$ cat src/exec_pkg.sv
// execute unit shared types
`default_nettype none

package exec_pkg;

	// ----------------------------------------------------------------------
	// widths
	// ----------------------------------------------------------------------
	localparam int data_w  = 32;
	localparam int shamt_w = 5;

	// ----------------------------------------------------------------------
	// alu function codes
	// ----------------------------------------------------------------------
	typedef enum logic [4:0] {
		add    = 5'h00,
		sub    = 5'h01,
		sll    = 5'h02,
		srl    = 5'h03,
		sra    = 5'h04,
		and_op = 5'h05,
		or_op  = 5'h06,
		nor_op = 5'h07,
		xor_op = 5'h08,
		slts   = 5'h09,
		sltu   = 5'h0a,
		muls   = 5'h0b,
		mulu   = 5'h0c,
		divs   = 5'h0d,
		divu   = 5'h0e,
		mtlo   = 5'h0f,
		mthi   = 5'h10,
		mflo   = 5'h11,
		mfhi   = 5'h12
	} alu_func_t; // codes above 5'h12 pass data1 through

	typedef struct packed {
		alu_func_t           func;
		logic [data_w-1:0]   data1;
		logic [data_w-1:0]   data2;
		logic [shamt_w-1:0]  shamt;
	} exec_req_t; // 74 bits

	typedef struct packed {
		logic [data_w-1:0] res_lo;
		logic [data_w-1:0] res_hi;
		logic              zero;
		logic              div_zero;
	} exec_rsp_t; // 66 bits

endpackage

`default_nettype wire
$ cat src/exec_ctrl.sv
// execute pipeline control
`timescale 1ns/1ps
`default_nettype none

module exec_ctrl (
	input  logic                clk,
	input  logic                rst_n,
	input  logic                in_valid,
	input  exec_pkg::exec_req_t in_req,
	output exec_pkg::exec_req_t stage_req,
	input  exec_pkg::exec_rsp_t alu_rsp,
	output logic                hi_we,
	output logic                lo_we,
	output logic                out_valid,
	output exec_pkg::exec_rsp_t out_rsp
);
	import exec_pkg::*;

	logic stage_vld;
	logic hi_hit;
	logic lo_hit;

	// ----------------------------------------------------------------------
	// request stage
	// ----------------------------------------------------------------------
	always_ff @(posedge clk or negedge rst_n) begin
		if (!rst_n)
			stage_vld <= 1'b0;
		else
			stage_vld <= in_valid;
	end

	always_ff @(posedge clk) begin
		if (in_valid)
			stage_req <= in_req; // payload only
	end

	// hi/lo write decode
	always_comb begin
		hi_hit = 1'b0;
		lo_hit = 1'b0;
		case (stage_req.func)
			muls, mulu, divs, divu: begin
				hi_hit = 1'b1;
				lo_hit = 1'b1;
			end
			mthi:    hi_hit = 1'b1;
			mtlo:    lo_hit = 1'b1;
			default: ;
		endcase
	end

	assign hi_we = stage_vld & hi_hit;
	assign lo_we = stage_vld & lo_hit;

	// ----------------------------------------------------------------------
	// response stage
	// ----------------------------------------------------------------------
	always_ff @(posedge clk or negedge rst_n) begin
		if (!rst_n)
			out_valid <= 1'b0;
		else
			out_valid <= stage_vld; // one pulse per request
	end

	always_ff @(posedge clk) begin
		if (stage_vld)
			out_rsp <= alu_rsp;
	end

	// ----------------------------------------------------------------------
	// checks
	// ----------------------------------------------------------------------
	a_out_follows: assert property (@(posedge clk) disable iff (!rst_n)
		out_valid == $past(stage_vld));

	a_we_gated: assert property (@(posedge clk) disable iff (!rst_n)
		(hi_we || lo_we) |-> stage_vld);

endmodule

`default_nettype wire

$ cat config.mk
export PLATFORM = sky130hd
export DESIGN_NAME = exec_ctrl
export DESIGN_NICKNAME = d
export VERILOG_FILES = /design/src/exec_pkg.sv /design/src/exec_ctrl.sv
export SDC_FILE = /design/constraint.sdc
export NUM_CORES = 1
export LEC_CHECK = 0
export ABC_CLOCK_PERIOD_IN_PS = 4300
export BUFFER_PORTS_ARGS = -buffer_cell sky130_fd_sc_hd__buf_2
export CORE_AREA = 5 5 109 111
export CTS_BUF_LIST = sky130_fd_sc_hd__clkbuf_4
export DETAILED_ROUTE_END_ITERATION = 8
export DIE_AREA = 0 0 114 116
export PLACE_DENSITY = 0.86
export SYNTH_ARGS = -nofsm -noshare
export SYNTH_HDL_FRONTEND = slang
export SYNTH_SLANG_ARGS = --single-unit
export TNS_END_PERCENT = 5
$ cat constraint.sdc
create_clock -name clk -period 4.3 [get_ports clk]
set_input_delay 0.86 -clock clk [delete_from_list [all_inputs] [get_ports clk]]
set_output_delay 0.86 -clock clk [all_outputs]
set_load 0.02 [all_outputs]
==> impl_metrics.json, run 1 <==
{
  "grt_first_pass_wirelength_um": 15600,
  "cp_slowest_stage_delay_ns": 0.46,
  "clkTransAtPathRegs_ns": 0.12,
  "cp_cell_sequence": "nor3b_2 > nand3_1 > o21ai_1 > buf_2",
  "max-cap-violations": 0,
  "start_kind": "flop",
  "min_period_over_period": 0.542,
  "die_area_um2": 13200,
  "clock_latency_ns": 0.48,
  "grt-ovfl-total": 0,
  "die_x_um": 114,
  "fin_area_um2": 6200,
  "layout_common_cells": "buf_2, edfxtp_1, clkbuf_4",
  "fmax_mhz": 429,
  "io_pins": 286,
  "skew_ns": 0.00586,
  "power_density_nw_per_um2": 447,
  "path_max_fanout": 4,
  "yosysSeqAreaShare": 0.987,
  "grt_usage": 0.162,
  "setup_viol": 0,
  "ff_latch_area_um2": 4260,
  "cts_root_buffer": "clkbuf_4",
  "yosysUniqueCellTypes": 10,
  "drt-vias-per-instance": 4.42,
  "drt_iter0_drc": 137,
  "synthesis.nets": 294,
  "grt_pass1_vias": 2879,
  "nFillCells": 840,
  "tightestPinTransition_ns": 0.841,
  "cts_tree": "done",
  "multi_input_area_um2": 55.1,
  "netlist_instances": 151,
  "ctsHoldBuffers": 0,
  "vias": 2698,
  "layout-drive-gt1-share": 0.683,
  "place_congestion": 0.813,
  "final_common_cell": "buf_2",
  "ys_ff_latch": 142,
  "syn_area_per_cell_um2": 28.5,
  "drtAntennaViolNets": 0,
  "syn_area_um2": 4310,
  "hpwl_um": 8790,
  "r2r_slack_ns": 2.83,
  "slowest_stage": "edfxtp_1",
  "timing.setup.tns_ns": 0,
  "power_leakage_nw": 2.69,
  "cts.sinks": 142,
  "antenna_found_initial": 0,
  "num_rows": 38,
  "port_buffers": 285,
  "ys_warn_count": 0,
  "worstHoldPathType": "in2async",
  "dp_slack_ns": 1.88,
  "relSlewSlack": 0.439,
  "drc": 0,
  "die_h_um": 116,
  "placed_area_um2": 5930,
  "min_period_ns": 2.33,
  "cts_buffers": 17,
  "crit_type": "reg2out",
  "status": "completed",
  "setup_slack_ns": 1.97,
  "wl_um": 11100,
  "critPathTopFamily": "flip-flops",
  "clk_path_buf_depth": 2,
  "htreeDepth": 4,
  "end_kind": "primary output",
  "cts_setup_buffers": 0,
  "start_util": 0.403,
  "area_growth_pct": 44.0,
  "cts_resized": 0,
  "core_area_um2": 10700,
  "post_drt_wl_per_cell_um": 18.2,
  "arrival_ns": 1.47,
  "firstDrtPassIters": 4,
  "rsz0062_at_grt": "false",
  "grt_start_max_net_pins": 68,
  "slew_violations": 0,
  "crit_buf_inv": 1,
  "irDropWorstVdd_mv": 0.243,
  "diodes": 0,
  "hold_viol": 0,
  "required_ns": 3.44,
  "nets": 600
}
[state kept, by name, indices dropped and copies added (netlist names)]
signal     count
out_rsp       66
stage_vld      1
stage_req     74
out_valid      1
[logic make-up (layout without fill, tap and decap cells)]
logic type / count (synthesis) / count (layout) / share of synthesized area
and+or+nand+nor: 6 / 6 / 0.00842
buffers and inverters: 0 / 319 / 0
DFF: 142 / 142 / 0.987
AOI/OAI and AO/OA: 2 / 2 / 0.00232
xor gates and xnor gates: 1 / 1 / 0.00203
[final cells by class]
class	count	area share
clock buffer	18	0.0218
clock inverter	14	0.0230
timing repair buffer	287	0.232
sequential	142	0.686
tap	140	0.0282
multi-input combinational	9	0.00887
[stage by stage]
stage / utilization / std cells / hold WS, ns / power (W)
global placement: 0.554 / 578 / 0.658 / 0.00198
CTS: 0.580 / 610 / 0.0704 / 0.00281
floorplan: - / 151 / 0.564 / 0.00182
global route: 0.580 / 610 / 0.0633 / 0.00291
detailed placement: 0.554 / 578 / 0.656 / 0.00199
finish: 0.580 / 610 / 0.136 / 0.00278
[synthesized netlist by cell type]
| cell | number | share of area |
|---|---|---|
| nand3_1 | 1 | 0.0012 |
| nor3b_2 | 1 | 0.0029 |
| nand3b_1 | 1 | 0.0017 |
| xor2_1 | 1 | 0.0020 |
| a21oi_1 | 1 | 0.0012 |
| nand2_1 | 1 | 0.00087 |
| dfrtp_1 | 2 | 0.012 |
| o21ai_1 | 1 | 0.0012 |
| nor2_1 | 2 | 0.0017 |
| edfxtp_1 | 140 | 0.98 |
[final timing paths]
path,from,end,cells past startpoint
worst min register to register,stage_vld,out_valid,1
worst min-delay path,rst_n,stage_vld,1
min in group clk,in_req[13],stage_req[13],1
worst max register to register,stage_vld,out_rsp[18],1
max in group asynchronous,rst_n,stage_vld,1
worst max-delay path,stage_req[71],hi_we,4
[per-layer routing]
metal	GRT usage	part of all wire	up-vias
li1	-	-	1230
met1	0.175	0.35	1266
met2	0.276	0.51	191
met3	0.0820	0.13	11
met4	0.0562	0.012	0
met5	0	0	-
[power breakdown]
group	switching, W	total (W)	internal, W
clock network	0.000470	0.000821	0.000351
registers	0.0000255	0.00165	0.00162
logic	0.000200	0.000306	0.000106
total	0.000695	0.00278	0.00208
No activity file was read; power rests on OpenSTA's default activity.
==> inputs of run 2 (changes only) <==
==> config.mk (replaced) <==
export PLATFORM = sky130hd
export DESIGN_NAME = exec_ctrl
export DESIGN_NICKNAME = d
export VERILOG_FILES = /design/src/exec_pkg.sv /design/src/exec_ctrl.sv
export SDC_FILE = /design/constraint.sdc
export NUM_CORES = 1
export LEC_CHECK = 0
export ABC_AREA = 1
export ABC_CLOCK_PERIOD_IN_PS = 1900
export BUFFER_PORTS_ARGS = -buffer_cell sky130_fd_sc_hd__buf_2
export CORE_MARGIN = 5
export CORE_UTILIZATION = 39
export CTS_BUF_LIST = sky130_fd_sc_hd__clkbuf_4
export DETAILED_ROUTE_END_ITERATION = 8
export PLACE_DENSITY = 0.87
export SYNTH_ARGS = -nofsm -noshare
export SYNTH_HDL_FRONTEND = slang
export SYNTH_SLANG_ARGS = --single-unit
export TNS_END_PERCENT = 5
==> constraint.sdc (replaced) <==
create_clock -name clk -period 1.9 [get_ports clk]
set_input_delay 0.38 -clock clk [delete_from_list [all_inputs] [get_ports clk]]
set_output_delay 0.38 -clock clk [all_outputs]
set_load 0.02 [all_outputs]
==> impl_metrics.json, run 2 <==
{
  "hpwl_um": 8540,
  "ys_warn_count": 0,
  "place_congestion": 0.771,
  "syn_area_um2": 4330,
  "syn_area_per_cell_um2": 27.2,
  "die_h_um": 115,
  "cts.sinks": 142,
  "start_util": 0.399,
  "tool.error": "[ERROR RSZ-0060] Max buffer count reached.",
  "port_buffers": 285,
  "die_x_um": 115,
  "synth_top_area_frac": 0.971,
  "synth_edf_count": 140,
  "ctsHoldBuffers": 125,
  "ys_async_sr_fraction": 0.0141,
  "synthesis.nets": 302,
  "ys_ff_latch": 142,
  "clk_path_buf_depth": 2,
  "netlist_instances": 159,
  "dp_slack_ns": 0.466,
  "cts_buffers": 17,
  "cts_setup_buffers": 1,
  "htreeDepth": 4,
  "yosysUniqueCellTypes": 9,
  "yosys.area.top_type": "edfxtp_1",
  "synthTopCellsByArea": "edfxtp_1, dfrtp_1, inv_1, nand2_1, a21oi_2",
  "num_rows": 38,
  "synth_most_common_cell": "edfxtp_1",
  "placed_area_um2": 5970,
  "cts_root_buffer": "clkbuf_4",
  "dominantRegCellSynth": "edfxtp_1",
  "cts_resized": 3,
  "io_pins": 286,
  "yosysSeqAreaShare": 0.982,
  "status": "aborted with a tool error",
  "netlist_top_cells_count": "edfxtp_1, inv_1, nand2_1",
  "lastStage": "4_1_cts"
}
run 2: cell count changes after synthesis, sizes merged:
cell / delta
o211ai: +1
o21ai: -1
nor2: +1
nand3b: -1
xor2: -1
nand2: +4
nor3b: -1
inv: +6
run 2: metrics by stage:
step | utilization | cells
after detailed placement | 0.551 | 589
after floorplan | - | 159
after global placement | 0.551 | 589
run 2: cells by family after synthesis:
logic type,share of synthesized area
AO/OA/AOI/OAI,0.00376
buffers and inverters,0.00520
flip-flops,0.982
AND/OR/NAND/NOR,0.00867
==> inputs of run 3 (changes only) <==
--- a/config.mk
+++ b/config.mk
@@ -6,13 +6,12 @@
 export NUM_CORES = 1
 export LEC_CHECK = 0
 export ABC_AREA = 1
-export ABC_CLOCK_PERIOD_IN_PS = 1900
+export ABC_CLOCK_PERIOD_IN_PS = 2500
 export BUFFER_PORTS_ARGS = -buffer_cell sky130_fd_sc_hd__buf_2
 export CORE_MARGIN = 5
-export CORE_UTILIZATION = 39
-export CTS_BUF_LIST = sky130_fd_sc_hd__clkbuf_4
+export CORE_UTILIZATION = 40
 export DETAILED_ROUTE_END_ITERATION = 8
-export PLACE_DENSITY = 0.87
+export PLACE_DENSITY_LB_ADDON = 0.15
 export SYNTH_ARGS = -nofsm -noshare
 export SYNTH_HDL_FRONTEND = slang
 export SYNTH_SLANG_ARGS = --single-unit
==> constraint.sdc (replaced) <==
create_clock -name clk -period 2.5 [get_ports clk]
set_input_delay 0.5 -clock clk [delete_from_list [all_inputs] [get_ports clk]]
set_output_delay 0.5 -clock clk [all_outputs]
set_load 0.02 [all_outputs]
==> impl_metrics.json, run 3 <==
{
  "synth_top_area_frac": 0.971,
  "grt-ovfl-total": 0,
  "post_drt_wl_per_cell_um": 17.2,
  "r2r_slack_ns": 0.95,
  "setup_viol": 0,
  "tightestPinTransition_ns": 0.603,
  "firstDrtPassIters": 4,
  "yosysSeqAreaShare": 0.982,
  "multi_input_area_um2": 53.8,
  "ys_async_sr_fraction": 0.0141,
  "synthesis.nets": 302,
  "relSlewSlack": 0.598,
  "die_area_um2": 13000,
  "synth_compound_area_frac": 0.00376,
  "netlist_instances": 159,
  "layout-drive-gt1-share": 0.661,
  "clkTransAtPathRegs_ns": 0.06,
  "synth_edf_count": 140,
  "vias": 2653,
  "max-cap-violations": 0,
  "drtAntennaViolNets": 0,
  "dominantRegCellSynth": "edfxtp_1",
  "min_period_ns": 2.04,
  "htreeDepth": 4,
  "drt-vias-per-instance": 4.29,
  "antenna_found_initial": 0,
  "irDropWorstVdd_mv": 0.570,
  "place_congestion": 0.753,
  "die_x_um": 114,
  "io_pins": 286,
  "layout_common_cells": "buf_2, edfxtp_1, clkbuf_16",
  "fmax_mhz": 490,
  "clk_path_buf_depth": 2,
  "cts_root_buffer": "clkbuf_8",
  "cts_tree": "done",
  "skew_ns": 0.00385,
  "slew_violations": 0,
  "cts_setup_buffers": 0,
  "required_ns": 2.00,
  "arrival_ns": 1.54,
  "yosysUniqueCellTypes": 9,
  "hpwl_um": 8400,
  "synth-xor-area-share": 0,
  "cts.sinks": 142,
  "path_max_fanout": 3,
  "core_area_um2": 10700,
  "ys_warn_count": 0,
  "cts_resized": 0,
  "synthAdderAreaFrac": 0,
  "power_leakage_nw": 2.87,
  "grt_usage": 0.166,
  "final_common_cell": "buf_2",
  "synth-simple-area-share": 0.00867,
  "diodes": 0,
  "largest_reg_flops": 74,
  "wl_um": 10600,
  "nets": 609,
  "worstHoldPathType": "in2reg",
  "cts_buffers": 17,
  "nFillCells": 829,
  "netlist_top_cells_count": "edfxtp_1, inv_1, nand2_1",
  "min_period_over_period": 0.816,
  "drt_iter0_drc": 97,
  "synth_most_common_cell": "edfxtp_1",
  "rsz0062_at_grt": "false",
  "grt_pass1_vias": 2831,
  "crit_type": "reg2out",
  "syn_area_per_cell_um2": 27.2,
  "grt_start_max_net_pins": 76,
  "regMostFlops": "stage_req",
  "synthMuxAreaShare": 0,
  "power_density_nw_per_um2": 891,
  "grt_first_pass_wirelength_um": 15600,
  "synthTopCellsByArea": "edfxtp_1, dfrtp_1, inv_1, nand2_1, a21oi_2",
  "clock_latency_ns": 0.50,
  "yosys.area.top_type": "edfxtp_1",
  "status": "completed",
  "die_h_um": 114,
  "hold_viol": 0,
  "timing.setup.tns_ns": 0,
  "port_buffers": 285,
  "start_util": 0.403,
  "end_kind": "primary output",
  "ff_latch_area_um2": 4260,
  "ys_ff_latch": 142,
  "syn_area_um2": 4330,
  "num_rows": 38,
  "synth_top_family_by_area": "simple AND/OR/NAND/NOR gates",
  "totalPowerFinal_w": 0.00584,
  "drc": 0,
  "area_growth_pct": 51.5,
  "reg.largest.list": "stage_req: 74 flops, out_rsp: 66 flops",
  "start_kind": "flop"
}
-- run 3: cell counts after synthesis --
No cell type changed its count.
-- run 3: path summary, 6_finish.rpt --
check,cells past startpoint,end,from
max,6,hi_we,stage_req[73]
min,1,stage_req[64],in_req[64]
max reg2reg,1,out_rsp[11],stage_vld
min reg2reg,0,out_rsp[13],stage_vld
max in group asynchronous,2,stage_vld,rst_n
min in group asynchronous,2,stage_vld,rst_n
-- run 3: critical path, stage by stage, from the launching register on --
cell,delay (ns)
edfxtp_1,0.41
nor2_2,0.17
nand2_1,0.07
nand2_1,0.06
nand2_1,0.05
a21oi_2,0.10
buf_2,0.17
-- run 3: metal layers --
layer  vias up  global-route usage  wire (um)
met2       203               0.278       5360
met1      1189               0.174       3530
met4         0              0.0768        212
li1       1245                   -          -
met3        16              0.0846       1530
met5         -                   0          0
-- run 3: final cells by class --
class | count | area share
clock buffer | 19 | 0.0643
clock inverter | 12 | 0.0257
inverter | 6 | 0.00343
multi-input combinational | 11 | 0.00820
sequential | 142 | 0.649
tap | 140 | 0.0267
timing repair buffer | 288 | 0.223
-- run 3: kinds of logic (layout without fill, tap and decap cells) --
logic type / count (synthesis) / after routing
flops: 142 / 142
simple gates: 9 / 9
compound gates: 2 / 2
buf+inv: 6 / 325
-- run 3: metrics by stage --
stage | setup slack (ns) | instances | utilization | hold slack, ns | area, um2
floorplan | 0.543 | 159 | - | 0.204 | 4330
global placement | 0.954 | 586 | 0.555 | 0.309 | 5960
detailed placement | 0.937 | 586 | 0.555 | 0.312 | 5960
CTS | 0.419 | 618 | 0.611 | 0.133 | 6560
global route | 0.345 | 618 | 0.611 | 0.132 | 6560
finish | 0.461 | 618 | 0.611 | 0.163 | 6560
-- run 3: what timing repair did --
| action | in CTS | in global routing |
|---|---|---|
| hold endpoints to repair | 2 | 0 |
| endpoints found under the setup margin | 0 | 0 |
| hold buffers | 1 | 0 |
-- run 3: where the power goes --
group	internal [W]	switching, W
logic	0.000186	0.000342
registers	0.00280	0.0000445
clock network	0.00160	0.000870
