--- src/exec_pkg.sv ---
// execute unit shared types
`default_nettype none

package exec_pkg;

	// ----------------------------------------------------------------------
	// widths
	// ----------------------------------------------------------------------
	localparam int data_w  = 32;
	localparam int shamt_w = 5;

	// ----------------------------------------------------------------------
	// alu function codes
	// ----------------------------------------------------------------------
	typedef enum logic [4:0] {
		add    = 5'h00,
		sub    = 5'h01,
		sll    = 5'h02,
		srl    = 5'h03,
		sra    = 5'h04,
		and_op = 5'h05,
		or_op  = 5'h06,
		nor_op = 5'h07,
		xor_op = 5'h08,
		slts   = 5'h09,
		sltu   = 5'h0a,
		muls   = 5'h0b,
		mulu   = 5'h0c,
		divs   = 5'h0d,
		divu   = 5'h0e,
		mtlo   = 5'h0f,
		mthi   = 5'h10,
		mflo   = 5'h11,
		mfhi   = 5'h12
	} alu_func_t; // codes above 5'h12 pass data1 through

	typedef struct packed {
		alu_func_t           func;
		logic [data_w-1:0]   data1;
		logic [data_w-1:0]   data2;
		logic [shamt_w-1:0]  shamt;
	} exec_req_t; // 74 bits

	typedef struct packed {
		logic [data_w-1:0] res_lo;
		logic [data_w-1:0] res_hi;
		logic              zero;
		logic              div_zero;
	} exec_rsp_t; // 66 bits

endpackage

`default_nettype wire
--- src/hilo_regs.sv ---
// HI/LO register pair
`timescale 1ns/1ps
`default_nettype none

module hilo_regs (
	input  logic                        clk,
	input  logic                        rst_n,
	input  logic                        hi_we,
	input  logic                        lo_we,
	input  logic [exec_pkg::data_w-1:0] hi_in,
	input  logic [exec_pkg::data_w-1:0] lo_in,
	output logic [exec_pkg::data_w-1:0] hi_val,
	output logic [exec_pkg::data_w-1:0] lo_val
);
	import exec_pkg::*;

	always_ff @(posedge clk or negedge rst_n) begin
		if (!rst_n)
			hi_val <= {data_w{1'b0}};
		else if (hi_we)
			hi_val <= hi_in;
	end

	always_ff @(posedge clk or negedge rst_n) begin
		if (!rst_n)
			lo_val <= {data_w{1'b0}};
		else if (lo_we)
			lo_val <= lo_in;
	end

	// ----------------------------------------------------------------------
	// checks
	// ----------------------------------------------------------------------
	a_hi_hold: assert property (@(posedge clk) disable iff (!rst_n)
		!hi_we |=> $stable(hi_val));

	a_lo_hold: assert property (@(posedge clk) disable iff (!rst_n)
		!lo_we |=> $stable(lo_val));

endmodule

`default_nettype wire

--- config.mk ---
export PLATFORM = sky130hd
export DESIGN_NAME = hilo_regs
export DESIGN_NICKNAME = d
export VERILOG_FILES = /design/src/exec_pkg.sv /design/src/hilo_regs.sv
export SDC_FILE = /design/constraint.sdc
export NUM_CORES = 1
export LEC_CHECK = 0
export ABC_AREA = 1
export BUFFER_PORTS_ARGS = -buffer_cell sky130_fd_sc_hd__buf_2
export CORE_AREA = 2 2 77 79
export DETAILED_ROUTE_END_ITERATION = 10
export DIE_AREA = 0 0 79 81
export PLACE_DENSITY = 0.86
export SLEW_MARGIN = 20
export SYNTH_ARGS = -nofsm -noshare
export SYNTH_HDL_FRONTEND = slang
export SYNTH_SLANG_ARGS = --single-unit
--- constraint.sdc ---
create_clock -name clk -period 1.1 [get_ports clk]
set_clock_uncertainty 0.05 [all_clocks]
set_input_delay 0.055 -clock clk [delete_from_list [all_inputs] [get_ports clk]]
set_output_delay 0.055 -clock clk [all_outputs]
set_load 0.01 [all_outputs]
==> results_dict.tcl, run 1 <==
set metrics [dict create \
    outcome "finished, final reports clean" \
    antenna_left 0 \
    worst_hold_path.endpoint "lo_val[31]" \
    ys_top_cells_by_area "sky130_fd_sc_hd__dfrtp_1 (63%), sky130_fd_sc_hd__nand2_1 (25%), sky130_fd_sc_hd__nand2_2 (4.9%)" \
    layout.cells.non_filler 547 \
    grt_most_used_layer "met2" \
    critPathSlowestCell "sky130_fd_sc_hd__dfrtp_1" \
    timing_hold_violations_final 0 \
    number_of_global_route_vias_before_repair 2489 \
    tritoncts "built" \
    antenna_cells 0 \
    worstHoldPathType "in -> reg" \
    grt_start_max_net_pins 65 \
    r2r_setup_slack_ns 0.37 \
    dieHeight_um 81 \
    critical_path.startpoint_type "flip-flop" \
    die_span_in_x_um 79 \
    hold_path_startpoint "lo_we" \
    h-tree-depth 3 \
    setup_viol_count_final 0 \
    layout-area-overhead-vs-synth_pct 56.5 \
    detail_route.wl_per_cell_um 13.9 \
    grt_antenna_before_repair 0 \
    maxClockFrequency_ghz 1.03 \
    timing.setup.critical_path_class "reg -> out" \
    timing.critical_path.required_ns 1.00 \
    initialDrtViolationCount 132 \
    timing.critical_path.max_delay_family "flip-flops" \
    fin_crit_sh 0.886 \
    route.final.wire_length_um 7620 \
    pd_cells_nw_per_um2 1330 \
    clockRootBuffer "sky130_fd_sc_hd__clkbuf_8" \
    path_buf_inv 1 \
    finalNetCount 537 \
    rsz_0062_raised_after_global_routing "false" \
    groute.layer.met3.usage 0.0711 \
    iteration_count_of_the_initial_detailed_routing_pass 4 \
    met2_usage 0.458 \
    syn_area_um2 2560 \
    post-dp-hpwl_um 3860 \
    mappedNetlistNets 340 \
    irDropWorstVdd_v 0.00108 \
    cp_cell_sequence "buf_2" \
    fraction_of_final_layout_cells_with_drive_strength_greater_than_1 0.356 \
    avgSynthCellArea_um2 9.41 \
    arrival_ns 0.87 \
    regToRegEndpoint "hi_val[9]" \
    synth_top_cell_area_share 0.626 \
    maxSlewHeadroom 0.786 \
    timing.setup.tns_ns 0 \
    worst_stage_delay_on_the_critical_path_ns 0.40 \
    num_vias 2513 \
    worstSetupEndpointType "output pin" \
    clkTransAtPathRegs_ns 0.06 \
    grt_pass1_wl_um 11600 \
    yosysWarnings 0 \
    io_pins 132 \
    detail_route.vias_per_cell 4.59 \
    max_cap_viol_count 0 \
    slew_violations 0 \
    rows 28 \
    io_buffer_count 131 \
    top_cell_type_by_total_area_after_synthesis "sky130_fd_sc_hd__dfrtp_1" \
    synth_cells 272 \
    clk_path_buf_depth 2 \
    leakagePower_nw 2.27 \
    synth_seq_area_share 0.626 \
    initial_core_utilization 0.451 \
    r2r_start "hi_val[9]" \
    sum_of_overflow_across_all_layers_after_global_routing 0 \
    track_usage 0.242 \
    timing.hold.worst_path_depth 3 \
    finalPower_mw 5.33 \
    netlist-cell-type-count 7 \
    globalplace.congestion 0.644 \
    path_max_fanout 2 \
    cts_bufs_inserted 9 \
    design.die.area_um2 6400 \
    worst_slew_pin_slew_ns 0.321 \
    dp_cells 468 \
    drc_errors 0 \
    finalWorstPathRequiredPeriod_ns 0.975 \
    gr-usage-met1 0.256 \
    synth_seq_cells 64 \
    worst_skew_pair.late_latency_ns 0.32 \
    cts.sinks 64 \
    placeableCoreArea_um2 5680 \
    r2r.worst_path.cells 2 \
]
[per-stage QoR]
stage / instance area [um2] / setup slack (ns) / hold slack [ns] / utilization
final: 4000 / 0.125 / 0.0623 / 0.705
after global routing: 4000 / 0.0877 / 0.0597 / 0.705
after CTS: 4000 / 0.114 / 0.0322 / 0.705
after detailed placement: 3200 / 0.298 / 0.0382 / 0.564
after global placement: 3200 / 0.343 / 0.0340 / 0.564
after floorplan: 2560 / 0.428 / -0.291 / -
[worst max path at each step]
stage | slack (ns) | to | startpoint | cells after the start
finish | 0.12 | hi_val[9] | hi_val[9] | 1
global route | 0.09 | hi_val[9] | hi_val[9] | 1
CTS | 0.11 | lo_val[0] | lo_val[0] | 1
detailed placement | 0.30 | lo_val[8] | lo_we | 4
global placement | 0.34 | lo_val[25] | lo_we | 4
floorplan | 0.43 | hi_val[10] | hi_val[10] | 2
[per-layer routing]
layer	vias up	routed length, um
met1	1171	2880
li1	1200	-
met2	133	4010
met3	9	630
met5	-	0
met4	0	95
[state kept, by name (all words and copies together), names as in the netlist]
| register | cells |
|---|---|
| lo_val | 32 |
| hi_val | 32 |
[cell usage in the layout, fill, tap and decap left out]
cell and instances:
sky130_fd_sc_hd__dfrtp_1 64, sky130_fd_sc_hd__dlygate4sd3_1 65, sky130_fd_sc_hd__clkbuf_1 3, sky130_fd_sc_hd__inv_8 2
sky130_fd_sc_hd__clkinv_2 1, sky130_fd_sc_hd__buf_2 131, sky130_fd_sc_hd__clkbuf_8 10, sky130_fd_sc_hd__nand2_1 172
sky130_fd_sc_hd__nand2_2 20, sky130_fd_sc_hd__buf_4 2, sky130_fd_sc_hd__buf_12 2
[cell families after synthesis]
| family | Yosys count | share of synthesized area |
|---|---|---|
| flops | 64 | 0.626 |
| simple gates | 192 | 0.301 |
| buf+inv | 16 | 0.0729 |
[synth_stat cells]
master	number
sky130_fd_sc_hd__dfrtp_1	64
sky130_fd_sc_hd__buf_12	2
sky130_fd_sc_hd__nand2_1	172
sky130_fd_sc_hd__nand2_2	20
sky130_fd_sc_hd__buf_4	3
sky130_fd_sc_hd__buf_6	9
sky130_fd_sc_hd__inv_8	2
[power by group]
group          leakage (nW)  internal, mW  switching, mW  total (mW)
Sequential            0.779          2.56          0.132        2.70
Clock                0.0794         0.853          0.757        1.61
Combinational          1.41         0.497          0.522        1.02
[layout make-up]
type / count / area [um2]
Sequential cell: 64 / 1600
Timing Repair Buffer: 200 / 1360
Inverter: 2 / 22.5
Fill cell: 408 / 1670
Multi-Input combinational cell: 192 / 771
Clock inverter: 1 / 5.00
Clock buffer: 13 / 149
Tap cell: 75 / 93.8
[timing repair]
item | CTS | global route
endpoints found under the setup margin | 0 | 0
resized for setup | 0 | 0
hold endpoints to repair | 128 | 0
buffers inserted | 0 | 0
hold buffers | 65 | 0
(Power assumes the default switching activity.)
==> run 2: changes to the inputs <==
Settings changed: ABC_CLOCK_PERIOD_IN_PS from default to 950, CORE_AREA 2 2 77 79 to 2 2 79 81, DIE_AREA 0 0 79 81 to 0 0 81 83, PLACE_DENSITY 0.86 to 0.83.
Clock period 1.1 ns to 0.95 ns, I/O delays scaled along.
==> run 2 against run 1 <==
  * The flow now finishes with violations (setup timing)
  * Die area rose by 5.1%
  * Power grew 32%
  * First-iteration DRC count grew 27%
  * Global-route usage about the same
  * Critical endpoint is now hi_val[3]
  * Largest cell class is now buffers
  * Largest power group unchanged
==> results_dict.tcl, run 2 (same netlist as run 1, synthesis figures left out) <==
set metrics [dict create \
    outcome "finished, violations left" \
    violations_in_the_final_reports "setup timing" \
    design.die.area_um2 6720 \
    cts_bufs_inserted 9 \
    grt_start_max_net_pins 39 \
    setup_viol_count_final 25 \
    tritoncts "built" \
    post-dp-hpwl_um 4050 \
    antenna_left 0 \
    swShare 0.265 \
    path_buf_inv 1 \
    layout-area-overhead-vs-synth_pct 77.2 \
    finalWorstPathRequiredPeriod_ns 1.02 \
    detail_route.wl_per_cell_um 15.2 \
    worstHoldPathType "in -> reg" \
    pre_cts_slack_ns 0.142 \
    die_span_in_x_um 81 \
    cp_cell_sequence "buf_6" \
    cell_internal_pwr_mw 5.18 \
    drc_errors 0 \
    sum_of_overflow_across_all_layers_after_global_routing 0 \
    grt_pass1_wl_um 12300 \
    r2r_setup_slack_ns 0.01 \
    worst_slew_pin_slew_ns 0.323 \
    worst_skew_pair.late_latency_ns 0.33 \
    grt_antenna_before_repair 0 \
    timing.setup.critical_path_class "reg -> out" \
    h-tree-depth 3 \
    maxSlewHeadroom 0.784 \
    num_vias 2858 \
    power.combinational.fraction 0.225 \
    arrival_ns 0.92 \
    final_core_util 0.780 \
    worstSetupEndpointType "output pin" \
    worst_stage_delay_on_the_critical_path_ns 0.44 \
    cts.sinks 64 \
    worst_slack_ns -0.0675 \
    io_pins 132 \
    power_switching_mw 1.87 \
    rsz_0062_raised_after_global_routing "true" \
    dieHeight_um 83 \
    slew_violations 0 \
    clockRootBuffer "sky130_fd_sc_hd__clkbuf_8" \
    seqPwrFrac 0.443 \
    layout.cells.most_common_list "sky130_fd_sc_hd__nand2_1 (172), sky130_fd_sc_hd__buf_2 (115), sky130_fd_sc_hd__dlygate4sd3_1 (65)" \
    route.final.wire_length_um 9110 \
    clkPwrFrac 0.332 \
    maxClockFrequency_ghz 0.983 \
    placeableCoreArea_um2 5820 \
    globalplace.congestion 0.719 \
    track_usage 0.242 \
    number_of_global_route_vias_before_repair 2749 \
    io_buffer_count 131 \
    iteration_count_of_the_initial_detailed_routing_pass 4 \
    clkTransAtPathRegs_ns 0.07 \
    clk_path_buf_depth 2 \
    max_cap_viol_count 0 \
    irDropWorstVdd_v 0.00108 \
    timing_hold_violations_final 0 \
    initial_core_utilization 0.440 \
    timing.critical_path.required_ns 0.85 \
    path_max_fanout 2 \
    detail_route.vias_per_cell 4.76 \
    critPathSlowestCell "sky130_fd_sc_hd__dfrtp_1" \
    finalNetCount 588 \
    timing.critical_path.max_delay_family "flip-flops" \
    rows 28 \
    fin_crit_sh 1.07 \
    final_common_cell "sky130_fd_sc_hd__nand2_1" \
    pd_cells_nw_per_um2 1560 \
    initialDrtViolationCount 167 \
    critical_path.startpoint_type "flip-flop" \
    fraction_of_final_layout_cells_with_drive_strength_greater_than_1 0.423 \
    reg.largest.list "hi_val: 32 flops, lo_val: 32 flops" \
    leakagePower_nw 2.58 \
]
[run 2: changes by cell type in the layout (fill, tap and decap cells not counted)]
cell                        change
sky130_fd_sc_hd__buf_2         -16
sky130_fd_sc_hd__buf_4         +51
sky130_fd_sc_hd__buf_6         +16
sky130_fd_sc_hd__bufinv_16      +1
sky130_fd_sc_hd__clkbuf_1       -1
sky130_fd_sc_hd__clkbuf_8       +1
sky130_fd_sc_hd__clkinv_2       +1
sky130_fd_sc_hd__diode_2        +1
[run 2: metrics by stage]
stage	instances	TNS (ns)	instance area [um2]	hold WS, ns	total power, mW
after detailed placement	469	0	3210	-0.00326	4.10
final	601	-0.394	4530	0.0363	7.05
after global placement	469	0	3210	-0.00877	4.07
after floorplan	272	0	2560	-0.298	3.63
after CTS	580	-0.450	4310	0.0154	6.81
after global routing	600	-2.53	4530	0.0374	7.42
[run 2: worst min-delay path, delay by kind of cell]
family | cells | cell delay, ns
buf+inv | 1 | 0.19
simple gates | 2 | 0.14
[run 2: final cells by class]
cell class / count / area, um2
antenna: 1 / 2.50
clock buffer: 13 / 159
clock inverter: 3 / 40.0
fill: 337 / 1280
inverter: 2 / 22.5
multi-input combinational: 192 / 771
sequential: 64 / 1600
tap: 75 / 93.8
timing repair buffer: 251 / 1840
[run 2: layer usage]
layer  wire (um)  share of wire  GRT usage
met5           0              0          0
met4         315          0.035      0.119
met3         908           0.10     0.0728
met2        4490           0.49      0.414
met1        3400           0.37      0.266
[run 2: worst paths after layout]
kind	start	endpoint	cells past startpoint
setup / recovery	hi_val[3]	hi_val[3]	1
hold / removal	lo_we	lo_val[31]	3
setup reg to reg	hi_val[3]	hi_val[3]	3
hold reg to reg	hi_val[22]	hi_val[22]	2
max in group asynchronous	rst_n	hi_val[20]	3
min in group asynchronous	rst_n	hi_val[22]	3
[run 2: what timing repair did]
action,4_1_cts,5_1_grt
setup buffers,30,20
hold endpoints to repair,128,0
gates resized for setup,5,11
endpoints found under the setup margin,57,64
pin swaps,0,0
hold buffers,65,0
[run 2: power by group through the flow]
stage,registers [mW],logic (mW),clock network [mW]
floorplan,3.27,0.360,0
global placement,3.14,0.928,0
detailed placement,3.15,0.951,0
CTS,3.09,1.35,2.36
global route,3.14,1.71,2.58
finish,3.12,1.59,2.34
==> run 3: changes to the inputs <==
Settings changed: ABC_AREA 1 to default, CORE_AREA 2 2 79 81 to 2 2 80 82, DIE_AREA 0 0 81 83 to 0 0 82 84.
==> run 3 against run 2 <==
  * The run still ends with setup timing left
  * Clock-buffer cell count decreased by 3
  * Critical path depth unchanged
  * Cell area increased by 3.1%
  * Register-to-register slack got worse by 0.05 ns
  * Sequential power increased by 3%
  * Core utilization decreased by 1.3 points
  * First-iteration DRC count decreased by 56%
  * Non-clock buffer count decreased by 11
  * Clock power decreased by 16%
  * Combinational power increased by 18%
  * Setup slack improved by 0.017 ns
  * Critical path type unchanged
  * Largest cell class unchanged
  * Largest power group unchanged
  * Highest routed layer unchanged
==> results_dict.tcl, run 3 <==
set metrics [dict create \
    synth_edf_count 0 \
    irDropWorstVdd_v 0.000925 \
    timing.critical_path.required_ns 0.85 \
    globalplace.congestion 0.720 \
    iteration_count_of_the_initial_detailed_routing_pass 4 \
    antenna_left 0 \
    pd_cells_nw_per_um2 1510 \
    leakagePower_nw 2.42 \
    arrival_ns 0.90 \
    sum_of_overflow_across_all_layers_after_global_routing 0 \
    num_vias 2186 \
    worst_slew_pin_slew_ns 0.275 \
    drc_errors 0 \
    grt_pass1_wl_um 11400 \
    r2r_setup_slack_ns -0.04 \
    design.die.area_um2 6890 \
    io_pins 132 \
    synth_cells 136 \
    async_flop_share 1.00 \
    syn_area_um2 2690 \
    number_of_global_route_vias_before_repair 2303 \
    synthMostInstantiatedCell "sky130_fd_sc_hd__dfrtp_1" \
    worst_skew_pair.late_latency_ns 0.33 \
    worstSetupEndpointType "output pin" \
    worst_slack_ns -0.0501 \
    synth_top_cell_area_share 0.595 \
    grt_antenna_before_repair 0 \
    reg.largest.list "hi_val: 32 flops, lo_val: 32 flops" \
    yosysWarnings 0 \
    maxClockFrequency_ghz 1.00 \
    clockRootBuffer "sky130_fd_sc_hd__clkbuf_8" \
    track_usage 0.227 \
    initialDrtViolationCount 73 \
    dp_cells 342 \
    setup_viol_count_final 62 \
    clkTransAtPathRegs_ns 0.08 \
    layout.cells.non_filler 461 \
    timing.setup.critical_path_class "reg -> out" \
    initial_core_utilization 0.441 \
    detail_route.vias_per_cell 4.74 \
    maxSlewHeadroom 0.816 \
    cts.sinks 64 \
    top_cell_type_by_total_area_after_synthesis "sky130_fd_sc_hd__dfrtp_1" \
    synth_seq_cells 64 \
    cp_cell_sequence "buf_6" \
    h-tree-depth 3 \
    dieHeight_um 84 \
    mappedNetlistNets 204 \
    fin_crit_sh 1.05 \
    final_common_cell "sky130_fd_sc_hd__buf_2" \
    layout-area-overhead-vs-synth_pct 73.8 \
    layout.cells.most_common_list "sky130_fd_sc_hd__buf_2 (111), sky130_fd_sc_hd__dlygate4sd3_1 (65), sky130_fd_sc_hd__dfrtp_1 (64)" \
    finalPower_mw 7.05 \
    netlist-cell-type-count 5 \
    io_buffer_count 131 \
    hold_path_startpoint "lo_we" \
    post-dp-hpwl_um 3990 \
    route.final.wire_length_um 8750 \
    placeableCoreArea_um2 6100 \
    worstSetupStartpoint "hi_val[13]" \
    avgSynthCellArea_um2 19.8 \
    clk_path_buf_depth 2 \
    slew_violations 0 \
    rsz_0062_raised_after_global_routing "true" \
    tritoncts "built" \
    ys_top_cells_by_area "sky130_fd_sc_hd__dfrtp_1 (60%), sky130_fd_sc_hd__mux2_4 (33%), sky130_fd_sc_hd__buf_12 (4.5%)" \
    detail_route.wl_per_cell_um 19.0 \
    critical_path.startpoint_type "flip-flop" \
    fraction_of_final_layout_cells_with_drive_strength_greater_than_1 0.661 \
    die_span_in_x_um 82 \
    path_max_fanout 2 \
    r2r_start "lo_val[0]" \
    timing_hold_violations_final 0 \
    antenna_cells 0 \
    max_cap_viol_count 0 \
    finalNetCount 447 \
    violations_in_the_final_reports "setup timing" \
    cts_bufs_inserted 9 \
    synth_seq_area_share 0.595 \
    path_buf_inv 1 \
    synth.top_cells.by_count "sky130_fd_sc_hd__dfrtp_1 (64), sky130_fd_sc_hd__mux2_4 (60), sky130_fd_sc_hd__buf_12 (6)" \
    worst_stage_delay_on_the_critical_path_ns 0.43 \
    worstHoldPathType "in -> reg" \
    finalWorstPathRequiredPeriod_ns 1.00 \
    grt_start_max_net_pins 43 \
    timing.critical_path.max_delay_family "flip-flops" \
    dominantRegCellSynth "sky130_fd_sc_hd__dfrtp_1" \
    rows 29 \
    outcome "finished, violations left" \
    critPathSlowestCell "sky130_fd_sc_hd__dfrtp_1" \
    hold_ws_ns 0.155 \
]
-- run 3: changes by cell type after synthesis --
cell                      previous run  this run
sky130_fd_sc_hd__buf_4               3         0
sky130_fd_sc_hd__mux2_4              0        60
sky130_fd_sc_hd__buf_12              2         6
sky130_fd_sc_hd__nand2_1           172         0
sky130_fd_sc_hd__mux2_2              0         4
sky130_fd_sc_hd__nand2_2            20         0
sky130_fd_sc_hd__buf_6               9         2
sky130_fd_sc_hd__inv_8               2         0
-- run 3: power breakdown --
| part | switching (mW) | leakage [nW] | internal (mW) |
|---|---|---|---|
| Clock | 1.04 | 0.0858 | 0.932 |
| Combinational | 0.667 | 1.59 | 1.21 |
| Sequential | 0.206 | 0.748 | 3.00 |
| Total | 1.91 | 2.42 | 5.14 |
-- run 3: worst paths after layout --
path / end / cells after the start
worst max-delay path: hi_val[13] / 1
worst min-delay path: lo_val[13] / 3
worst max register to register: lo_val[0] / 2
worst min register to register: hi_val[7] / 1
max in group asynchronous: lo_val[29] / 3
min in group asynchronous: hi_val[11] / 3
-- run 3: logic make-up (layout without fill, tap and decap cells) --
family	after synthesis	count (layout)	share of synthesized area
buffers and inverters	8	256	0.0530
flip-flops	64	64	0.595
multiplexers	64	64	0.352
-- run 3: repair_timing --
| item | CTS | global route |
|---|---|---|
| setup buffers | 29 | 9 |
| endpoints found under the setup margin | 58 | 81 |
| gates resized for setup | 2 | 34 |
| hold buffers | 65 | 0 |
| hold endpoints to repair | 128 | 0 |
-- run 3: per-layer routing --
metal	vias to the layer above	routed length, um	GRT usage
li1	962	-	-
met1	1082	3100	0.238
met2	114	4820	0.412
met3	28	530	0.0476
met4	0	301	0.114
met5	-	0	0
-- run 3: per-stage QoR --
| stage | util | setup TNS [ns] | area, um2 | setup WS [ns] |
|---|---|---|---|---|
| after global placement | 0.557 | 0 | 3390 | 0.0614 |
| after CTS | 0.728 | -0.466 | 4440 | -0.0289 |
| after detailed placement | 0.557 | 0 | 3390 | 0.0422 |
| after global routing | 0.767 | -3.30 | 4680 | -0.0762 |
| after floorplan | - | 0 | 2690 | 0.121 |
| final | 0.767 | -1.16 | 4680 | -0.0501 |
-- run 3: final cells by class --
type | instances | area (um2)
well taps | 77 | 96.3
fillers | 353 | 1420
clock inverters | 6 | 36.3
multi-input cells | 64 | 946
repair buffers | 240 | 1870
flip-flops and latches | 64 | 1600
clock buffers | 10 | 128
